`src/lsu_consts.svh`:
```
`ifndef LSU_CONSTS_SVH
`define LSU_CONSTS_SVH

// data and address width
`define LSU_XLEN 32

// cycles allowed for grant plus response before a bus error
`define LSU_TIMEOUT_CYCLES 16

// wide enough to hold the timeout value
`define LSU_TIMER_W 5

`endif

```
`src/lsu_pkg.sv`:
```
`include "lsu_consts.svh"

package lsu_pkg;

    // access size as encoded by the decoder
    typedef enum logic [1:0] {
        size_byte = 2'b00,
        size_half = 2'b01,
        size_word = 2'b10
    } mem_size_e;

    // one bus word, seen as byte lanes or halfword lanes
    typedef union packed {
        logic [`LSU_XLEN/8-1:0][7:0]   bytes;
        logic [`LSU_XLEN/16-1:0][15:0] halves;
    } lsu_word_u;

endpackage

```
`src/lsu_fsm.sv`:
```
`timescale 1ns/1ps

module lsu_fsm (
    input  logic CLK,
    input  logic RSTn,
    input  logic mem_req,
    input  logic hz_data_req,
    input  logic misaligned,
    input  logic obi_gnt,
    input  logic obi_rvalid,
    input  logic timer_expired,
    output logic obi_req,
    output logic busy,
    output logic timer_run,
    output logic timer_clear,
    output logic misaligned_err,
    output logic bus_err
);

    typedef enum logic [1:0] {
        st_idle,
        st_wait_gnt,
        st_wait_valid
    } state_e;

    state_e state;
    state_e next_state;
    logic   start;

    // request qualified by the hazard unit
    assign start = mem_req && hz_data_req;

    always_ff @(posedge CLK) begin
        if (!RSTn) begin
            state <= st_idle;
        end else begin
            state <= next_state;
        end
    end

    always_comb begin
        next_state     = state;
        obi_req        = 1'b0;
        busy           = 1'b0;
        timer_run      = 1'b0;
        timer_clear    = 1'b0;
        misaligned_err = 1'b0;
        bus_err        = 1'b0;
        case (state)
            st_idle: begin
                timer_clear = 1'b1;
                if (start && misaligned) begin
                    // reported, never issued
                    misaligned_err = 1'b1;
                end else if (start) begin
                    obi_req    = 1'b1;
                    busy       = 1'b1;
                    next_state = obi_gnt ? st_wait_valid : st_wait_gnt;
                end
            end
            st_wait_gnt: begin
                timer_run = 1'b1;
                if (timer_expired) begin
                    bus_err    = 1'b1;
                    next_state = st_idle;
                end else begin
                    // hold the request until the memory takes it
                    obi_req = 1'b1;
                    busy    = 1'b1;
                    if (obi_gnt) begin
                        next_state = st_wait_valid;
                    end
                end
            end
            st_wait_valid: begin
                timer_run = 1'b1;
                if (obi_rvalid) begin
                    // response cycle, busy already low here
                    next_state = st_idle;
                end else if (timer_expired) begin
                    bus_err    = 1'b1;
                    next_state = st_idle;
                end else begin
                    busy = 1'b1;
                end
            end
            default: begin
                next_state = st_idle;
            end
        endcase
    end

    // request held across cycles until granted or timed out
    req_hold_a: assert property (@(posedge CLK) disable iff (!RSTn)
        (obi_req && !obi_gnt) |=> (obi_req || bus_err));

    // no stall from an idle unit without a request
    idle_busy_a: assert property (@(posedge CLK) disable iff (!RSTn)
        (state == st_idle && !start) |-> !busy);

endmodule

```
`src/lsu_load_extend.sv`:
```
`timescale 1ns/1ps
`include "lsu_consts.svh"

module lsu_load_extend (
    input  logic [1:0]            addr_lsb,
    input  lsu_pkg::mem_size_e    size,
    input  logic                  is_unsigned,
    input  logic [`LSU_XLEN-1:0]  bus_rdata,
    output logic [`LSU_XLEN-1:0]  rdata
);

    import lsu_pkg::*;

    lsu_word_u  word;
    logic [7:0]  sel_byte;
    logic [15:0] sel_half;
    logic        byte_fill;
    logic        half_fill;

    assign word = bus_rdata;

    // lane picked by the low address bits
    assign sel_byte = word.bytes[addr_lsb];
    assign sel_half = word.halves[addr_lsb[1]];

    // fill bit is the sign bit unless the load is unsigned
    assign byte_fill = !is_unsigned && sel_byte[7];
    assign half_fill = !is_unsigned && sel_half[15];

    always_comb begin
        case (size)
            size_byte: begin
                rdata = {{(`LSU_XLEN-8){byte_fill}}, sel_byte};
            end
            size_half: begin
                rdata = {{(`LSU_XLEN-16){half_fill}}, sel_half};
            end
            default: begin
                // word loads pass straight through
                rdata = bus_rdata;
            end
        endcase
    end

endmodule

```
`src/lsu_store_align.sv`:
```
`timescale 1ns/1ps
`include "lsu_consts.svh"

module lsu_store_align (
    input  logic [1:0]            addr_lsb,
    input  lsu_pkg::mem_size_e    size,
    input  logic [`LSU_XLEN-1:0]  wdata,
    output logic                  misaligned,
    output logic [3:0]            be,
    output logic [`LSU_XLEN-1:0]  lane_wdata
);

    import lsu_pkg::*;

    lsu_word_u lanes;

    always_comb begin
        misaligned = 1'b0;
        be         = 4'b0000;
        lanes      = '0;
        case (size)
            size_byte: begin
                be                     = 4'b0001 << addr_lsb;
                lanes.bytes[addr_lsb]  = wdata[7:0];
            end
            size_half: begin
                // halfword must sit on an even address
                misaligned               = addr_lsb[0];
                be                       = addr_lsb[1] ? 4'b1100 : 4'b0011;
                lanes.halves[addr_lsb[1]] = wdata[15:0];
            end
            size_word: begin
                misaligned = |addr_lsb;
                be         = 4'b1111;
                lanes      = wdata;
            end
            default: begin
                // unused size code, treat as a bad access
                misaligned = 1'b1;
            end
        endcase
    end

    assign lane_wdata = lanes;

    // some lane is always enabled for a legal access
    be_nonzero_a: assert final ($isunknown({size, addr_lsb}) || misaligned || (be != 4'b0000));

endmodule

```
`src/lsu_top.sv`:
```
`timescale 1ns/1ps
`include "lsu_consts.svh"

module lsu_top (
    input  logic                  CLK,
    input  logic                  RSTn,
    // datapath and hazard unit
    input  logic                  mem_req,
    input  logic                  hz_data_req,
    input  logic                  mem_we,
    input  lsu_pkg::mem_size_e    mem_size,
    input  logic                  mem_unsigned,
    input  logic [`LSU_XLEN-1:0]  addr,
    input  logic [`LSU_XLEN-1:0]  wdata,
    output logic [`LSU_XLEN-1:0]  rdata,
    output logic                  busy,
    output logic                  misaligned_err,
    output logic                  bus_err,
    // data bus
    output logic                  obi_req,
    output logic                  obi_we,
    output logic [`LSU_XLEN-1:0]  obi_addr,
    output logic [3:0]            obi_be,
    output logic [`LSU_XLEN-1:0]  obi_wdata,
    input  logic                  obi_gnt,
    input  logic                  obi_rvalid,
    input  logic [`LSU_XLEN-1:0]  obi_rdata
);

    logic misaligned;
    logic timer_run;
    logic timer_clear;
    logic timer_expired;

    // inputs are held stable by the stall, so no bus registers
    assign obi_addr = {addr[`LSU_XLEN-1:2], 2'b00};
    assign obi_we   = mem_we;

    lsu_store_align store_align0 (
        .addr_lsb   (addr[1:0]),
        .size       (mem_size),
        .wdata      (wdata),
        .misaligned (misaligned),
        .be         (obi_be),
        .lane_wdata (obi_wdata)
    );

    lsu_fsm fsm0 (
        .CLK            (CLK),
        .RSTn           (RSTn),
        .mem_req        (mem_req),
        .hz_data_req    (hz_data_req),
        .misaligned     (misaligned),
        .obi_gnt        (obi_gnt),
        .obi_rvalid     (obi_rvalid),
        .timer_expired  (timer_expired),
        .obi_req        (obi_req),
        .busy           (busy),
        .timer_run      (timer_run),
        .timer_clear    (timer_clear),
        .misaligned_err (misaligned_err),
        .bus_err        (bus_err)
    );

    lsu_wait_timer wait_timer0 (
        .CLK     (CLK),
        .RSTn    (RSTn),
        .run     (timer_run),
        .clear   (timer_clear),
        .expired (timer_expired)
    );

    lsu_load_extend load_extend0 (
        .addr_lsb    (addr[1:0]),
        .size        (mem_size),
        .is_unsigned (mem_unsigned),
        .bus_rdata   (obi_rdata),
        .rdata       (rdata)
    );

endmodule

```
`src/lsu_wait_timer.sv`:
```
`timescale 1ns/1ps
`include "lsu_consts.svh"

module lsu_wait_timer (
    input  logic CLK,
    input  logic RSTn,
    input  logic run,
    input  logic clear,
    output logic expired
);

    logic [`LSU_TIMER_W-1:0] count;
    logic                    at_max;

    // stop at all ones so the count never wraps back to zero
    assign at_max = &count;

    always_ff @(posedge CLK) begin
        if (!RSTn) begin
            count <= '0;
        end else if (clear) begin
            count <= '0;
        end else if (run && !at_max) begin
            count <= count + 1'b1;
        end
    end

    assign expired = (count == `LSU_TIMER_W'(`LSU_TIMEOUT_CYCLES));

    // a cleared count needs several cycles before it can expire
    clear_expired_a: assert property (@(posedge CLK) disable iff (!RSTn)
        clear |=> !expired);

endmodule

```
`config.mk`:
```
export PLATFORM = sky130hd
export DESIGN_NAME = lsu_top
export DESIGN_NICKNAME = d
export VERILOG_FILES = /design/src/lsu_pkg.sv /design/src/lsu_fsm.sv /design/src/lsu_load_extend.sv /design/src/lsu_store_align.sv /design/src/lsu_top.sv /design/src/lsu_wait_timer.sv
export VERILOG_INCLUDE_DIRS = /design/src
export SDC_FILE = /design/constraint.sdc
export NUM_CORES = 1
export LEC_CHECK = 0
export ABC_AREA = 1
export ABC_CLOCK_PERIOD_IN_PS = 2000
export BUFFER_PORTS_ARGS = -buffer_cell sky130_fd_sc_hd__buf_2
export CAP_MARGIN = 20
export CORE_MARGIN = 2
export CORE_UTILIZATION = 30
export CTS_CLUSTER_DIAMETER = 120
export DETAILED_ROUTE_END_ITERATION = 8
export GPL_TIMING_DRIVEN = 0
export PLACE_DENSITY = 0.66
export SYNTH_ARGS = -nofsm -noshare
export SYNTH_HDL_FRONTEND = slang
export SYNTH_SLANG_ARGS = --single-unit
```
`constraint.sdc`:
```
create_clock -name CLK -period 2 [get_ports CLK]
set_clock_uncertainty 0.05 [all_clocks]
set_input_delay 0 -clock CLK [delete_from_list [all_inputs] [get_ports CLK]]
set_output_delay 0 -clock CLK [all_outputs]
set_load 0.02 [all_outputs]
```
==> metrics.csv, run 1 <==
metric;value;unit
Final nets;678;
Post-DP HPWL;7040;um
fmax;572;MHz
# rows;30;
# clock sinks;7;
DR pass1 iterations;4;
Post-synth top flop;dfxtp_1;
hold_buf cts;1;
worst path cell trace;ha_1, inv_1, nor3_1, ha_1, or2_2, clkbuf_1, nor2_1, nor2_1, nor3_1;
Final Hold Violating Endpoints;0;
Final Cell Area;3170;um^2
die height;87.8;um
WP buf/inv;2;
first-pass GRT wire length;12600;um
DP Area;3110;um^2
Antenna diodes;0;
largest area contributor in the netlist;nand2_1;
wire per inst;12.9;um
CP max-delay cell;dfxtp_1;
worst path arrival time;1.85;ns
largest net degree at the start of global routing;11;
initial core utilization;31.0;%
Clock transition at path regs;0.04;ns
RSZ-0062 raised after global routing;false;
Avg Vias per Cell;4.74;
syn avg cell area;5.52;um^2
Setup-failing EPs final;0;
WS Path Type;flip-flop to flip-flop;
PD cells;469;nW/um^2
layout cell share with drive strength beyond 1;44.7;%
Clock H-tree levels;1;
crit path max fanout;9;
CP endpoint kind;flip-flop;
P_leak;1.90;nW
die width;87.8;um
final worst path period share;87.5;%
Overall Power;1.49;mW
Max IR drop VDD;634;uV
Inst Count DP;655;
IO Count;211;
Mapped Cells;382;
Post-synth top cells;109 x nand2_1, 42 x inv_1, 35 x buf_4;
Die ar.;7710;um^2
synth top area cells;nand2_1 19%, buf_4 12%, nand3_1 7.8%;
Slew Viols, Final;0;
CTS max path bufs;2;
synth warn;0;
vias in the first global route;2713;
Top delay family on crit path;simple AND/OR/NAND/NOR gates;
utilization after layout;46.6;%
setup_tns;0;ns
CTS tree;done;
DR DRC count;0;
status;completed;
Finished Layout Cells;660;
Hold Path Class;input pin to flip-flop;
Seq/Total Area, Yosys;6.65;%
Worst-Skew Late Latency;0.23;ns
CP peak stage delay;0.32;ns
Synth Cell Area;2110;um^2
top-area cell type share of the netlist area;19.4;%
CTS root buffer;clkbuf_8;
flops & latches, synth;7;
core area;6790;um^2
Synth-to-Final Area Change;50.3;%
PortBufs;176;
Post-synth ARST share;0;%
via count;3128;
fillers;765;
wirelength, routed;8540;um
Tmin final;1.75;ns
cell with the most instances after synthesis;nand2_1;
RD Place Congestion;0.862;
crit start category;flip-flop;
Setup Buffers After CTS;0;
Max Cap Violations;0;
GRT Resource Usage Total;20.3;%
cts bufs inserted;3;
synth unique cells;29;
PostCTS Resize Cnt;0;
EDFF count, synth;0;
Iter 0 DRT Violations;104;
grt ovf;0;
post-route ant nets;0;
Critical Path RT;2.10;ns
initial antenna violation count;0;
==> registers in the layout, indices dropped and copies added, names as in the netlist <==
signal,cells
fsm0.state,2
wait_timer0.count,5
==> cells in the final DEF (no fill, tap or decap) <==
| cell | instances |
|---|---|
| nor2_2 | 9 |
| buf_6 | 5 |
| dfxtp_1 | 7 |
| conb_1 | 2 |
| a211oi_4 | 1 |
| nor2_4 | 2 |
| inv_2 | 7 |
| o21ai_1 | 1 |
| or2_2 | 3 |
| dlygate4sd3_1 | 1 |
| o22ai_1 | 4 |
| o211ai_1 | 8 |
| o21ai_0 | 31 |
| nand3_2 | 1 |
| nand3_4 | 1 |
| a21oi_1 | 21 |
| clkbuf_1 | 6 |
| nor3_1 | 3 |
| a22oi_1 | 16 |
| nand2_1 | 109 |
| nor2_1 | 20 |
| ha_1 | 7 |
| buf_4 | 35 |
| nand2_4 | 1 |
| nand2_2 | 2 |
| buf_2 | 181 |
| nand3_1 | 33 |
| o221ai_1 | 1 |
| a21oi_4 | 1 |
| clkbuf_8 | 3 |
| inv_1 | 42 |
==> through the flow <==
stage               hold slack, ns  setup slack [ns]
floorplan                   0.0626             0.399
global placement             0.168             0.297
detailed placement           0.168             0.240
CTS                          0.120             0.231
global route                 0.164            0.0406
finish                       0.123             0.251
==> routing by layer <==
layer	routed length [um]	global-route usage (%)	up-vias
met5	0	0	-
met4	70	4.90	0
met3	787	2.07	6
met2	4340	38.3	165
met1	3340	24.3	1390
li1	-	-	1567
==> tightest hold or removal path: stages <==
cell and delay (ns):
buf_2 0.11, nand2_1 0.06, nand2_1 0.05, nand3_1 0.07, a21oi_1 0.06
==> where the power goes <==
part           switching [mW]  internal (mW)
logic                   0.690          0.409
clock network          0.0633          0.138
registers              0.0216          0.165
total                   0.774          0.712
==> layout make-up <==
type / instances / area [um^2] / share of cell area, %
buffer: 50 / 363 / 11.5
inverter: 49 / 184 / 5.81
tap: 96 / 120 / 3.79
timing repair buffer: 177 / 891 / 28.1
multi-input combinational: 277 / 1420 / 45.0
clock buffer: 4 / 45.0 / 1.42
sequential: 7 / 140 / 4.43
==> path summary, 6_finish.rpt <==
path,startpoint,endpoint,slack (ns),cells after the start
max reg2reg,wait_timer0.count[0],wait_timer0.count[3],0.25,9
min reg2reg,wait_timer0.count[4],wait_timer0.count[4],0.43,2
min,obi_gnt,fsm0.state[1],0.12,5
max,wait_timer0.count[0],wait_timer0.count[3],0.25,9
==> cells by family after synthesis <==
family | synth area share [%]
adder cells (fa/ha/maj) | 4.16
other | 0.178
flip-flops | 6.65
AND/OR/NAND/NOR | 38.6
AO/OA/AOI/OAI | 24.5
buffers and inverters | 25.9
Note: power is estimated with default switching activity, not from simulation.
==> run 2, diff against run 1 <==
--- a/config.mk
+++ b/config.mk
@@ -16,6 +16,7 @@
 export DETAILED_ROUTE_END_ITERATION = 8
 export GPL_TIMING_DRIVEN = 0
 export PLACE_DENSITY = 0.66
+export RECOVER_POWER = 25
 export SYNTH_ARGS = -nofsm -noshare
 export SYNTH_HDL_FRONTEND = slang
 export SYNTH_SLANG_ARGS = --single-unit
==> metrics.csv, run 2 (synthesized netlist as in run 1, its figures left out) <==
metric;value;unit;change
Max IR drop VDD;639;uV;was 634 uV
first-pass GRT wire length;12600;um;unchanged
initial antenna violation count;0;;unchanged
# rows;30;;unchanged
DR pass1 iterations;7;;was 4
Tmin final;1.75;ns;about the same
CP endpoint kind;flip-flop;;unchanged
Antenna diodes;0;;unchanged
initial core utilization;31.0;%;unchanged
max reg flops;5;;unchanged
IO Count;211;;unchanged
CTS tree;done;;unchanged
crit path max fanout;9;;unchanged
die height;87.8;um;unchanged
Avg Vias per Cell;4.75;;was 4.74
wire per inst;13.0;um;was 12.9 um
core area;6790;um^2;unchanged
crit start category;flip-flop;;unchanged
WS Path Type;flip-flop to flip-flop;;unchanged
worst path cell trace;ha_1, inv_1, nor3_1, ha_1, or2_2, clkbuf_1, nor2_1, nor2_1, nor3_1;;unchanged
CP max-delay cell;dfxtp_1;;unchanged
P_leak;1.82;nW;was 1.90 nW
cts bufs inserted;3;;unchanged
post-route ant nets;0;;unchanged
CTS max path bufs;2;;unchanged
setup_tns;0;ns;unchanged
die width;87.8;um;unchanged
GRT busiest layer;met2;;unchanged
Clock H-tree levels;1;;unchanged
PortBufs;176;;unchanged
CP peak stage delay;0.32;ns;about the same
Top Registers;wait_timer0.count x5, fsm0.state x2;;unchanged
RD Place Congestion;0.862;;unchanged
WP buf/inv;2;;unchanged
M2 GR Usage;38.3;%;unchanged
Post-DP HPWL;7040;um;unchanged
Hold Path Class;input pin to flip-flop;;unchanged
Setup-failing EPs final;0;;unchanged
wirelength, routed;8570;um;was 8540 um
dpl ws;0.240;ns;unchanged
CTS root buffer;clkbuf_8;;unchanged
grt ovf;0;;unchanged
via count;3138;;was 3128
worst path arrival time;1.85;ns;about the same
fmax;572;MHz;about the same
Worst-Skew Late Latency;0.23;ns;about the same
vias in the first global route;2713;;unchanged
Iter 0 DRT Violations;95;;was 104
Max Cap Violations;0;;unchanged
most common cell after layout, fill and taps aside;buf_2;;unchanged
Slew Viols, Final;0;;unchanged
status;completed;;unchanged
fillers;775;;was 765
met1 Use GR;24.3;%;unchanged
Clock transition at path regs;0.04;ns;about the same
final worst slack;0.251;ns;about the same
layout cell share with drive strength beyond 1;39.9;%;was 44.7%
RSZ-0062 raised after global routing;false;;unchanged
Final nets;678;;unchanged
largest net degree at the start of global routing;11;;unchanged
most frequent cells in the layout;154 x buf_2, 109 x nand2_1, 42 x inv_1, 35 x buf_4;;was 181 x buf_2, 109 x nand2_1, 42 x inv_1, 35 x buf_4, 33 x nand3_1
PD cells;473;nW/um^2;was 469 nW/um^2
Biggest register;wait_timer0.count;;unchanged
Synth-to-Final Area Change;48.7;%;was 50.3%
# clock sinks;7;;unchanged
GRT Resource Usage Total;20.3;%;unchanged
Top delay family on crit path;simple AND/OR/NAND/NOR gates;;unchanged
final worst path period share;87.5;%;about the same
PostCTS Resize Cnt;0;;unchanged
DR DRC count;0;;unchanged
Critical Path RT;2.10;ns;about the same
Die ar.;7710;um^2;unchanged
met3 usage;2.07;%;unchanged
Final Hold Violating Endpoints;0;;unchanged
==> run 2: changes by cell type in the layout (fill, tap and decap cells not counted), sizes merged <==
| cell | delta |
|---|---|
| clkbuf | +27 |
| buf | -27 |
==> run 2: report_power, final <==
| part | switching, mW | total, mW | internal, mW |
|---|---|---|---|
| clock | 0.0636 | 0.202 | 0.138 |
| sequential | 0.0216 | 0.187 | 0.165 |
| combinational | 0.692 | 1.09 | 0.401 |
==> run 2: tightest hold or removal path: cells and delay by family <==
kind	cells	cell delay [ns]
compound gates	1	0.06
buf+inv	1	0.11
simple gates	3	0.18
==> run 2: cell type report <==
class	count	area, um^2	share of cell area, %
plain buffers	50	363	11.6
clock buffers	4	45.0	1.44
inverters	49	184	5.87
multi-input cells	277	1420	45.4
flip-flops and latches	7	140	4.47
well taps	96	120	3.83
repair buffers	177	857	27.4
==> run 2: per-layer routing <==
layer / vias up / share of wire [%]
li1: 1568 / -
met1: 1397 / 40
met2: 165 / 50
met3: 8 / 8.7
met4: 0 / 0.99
met5: - / 0
==> run 2: final timing paths <==
kind / start / endpoint / slack, ns / depth (start not counted)
max: wait_timer0.count[0] / wait_timer0.count[3] / 0.25 / 9
min: obi_gnt / fsm0.state[1] / 0.12 / 5
max reg2reg: wait_timer0.count[0] / wait_timer0.count[3] / 0.25 / 9
min reg2reg: wait_timer0.count[4] / wait_timer0.count[4] / 0.43 / 2
==> run 2: timing repair <==
action / in CTS / in global routing
hold buffers: 1 / 0
hold endpoints to repair: 2 / 0
setup buffers: 0 / 0
==> run 2: per-stage QoR <==
| step | utilization [%] | power, mW | hold slack, ns | std cells | instance area [um^2] |
|---|---|---|---|---|---|
| floorplan | - | 0.926 | 0.0626 | 383 | 2110 |
| global placement | 45.8 | 1.27 | 0.168 | 655 | 3110 |
| detailed placement | 45.8 | 1.29 | 0.168 | 655 | 3110 |
| CTS | 46.6 | 1.50 | 0.120 | 660 | 3170 |
| global route | 46.1 | 1.61 | 0.164 | 660 | 3130 |
| finish | 46.1 | 1.48 | 0.123 | 660 | 3130 |
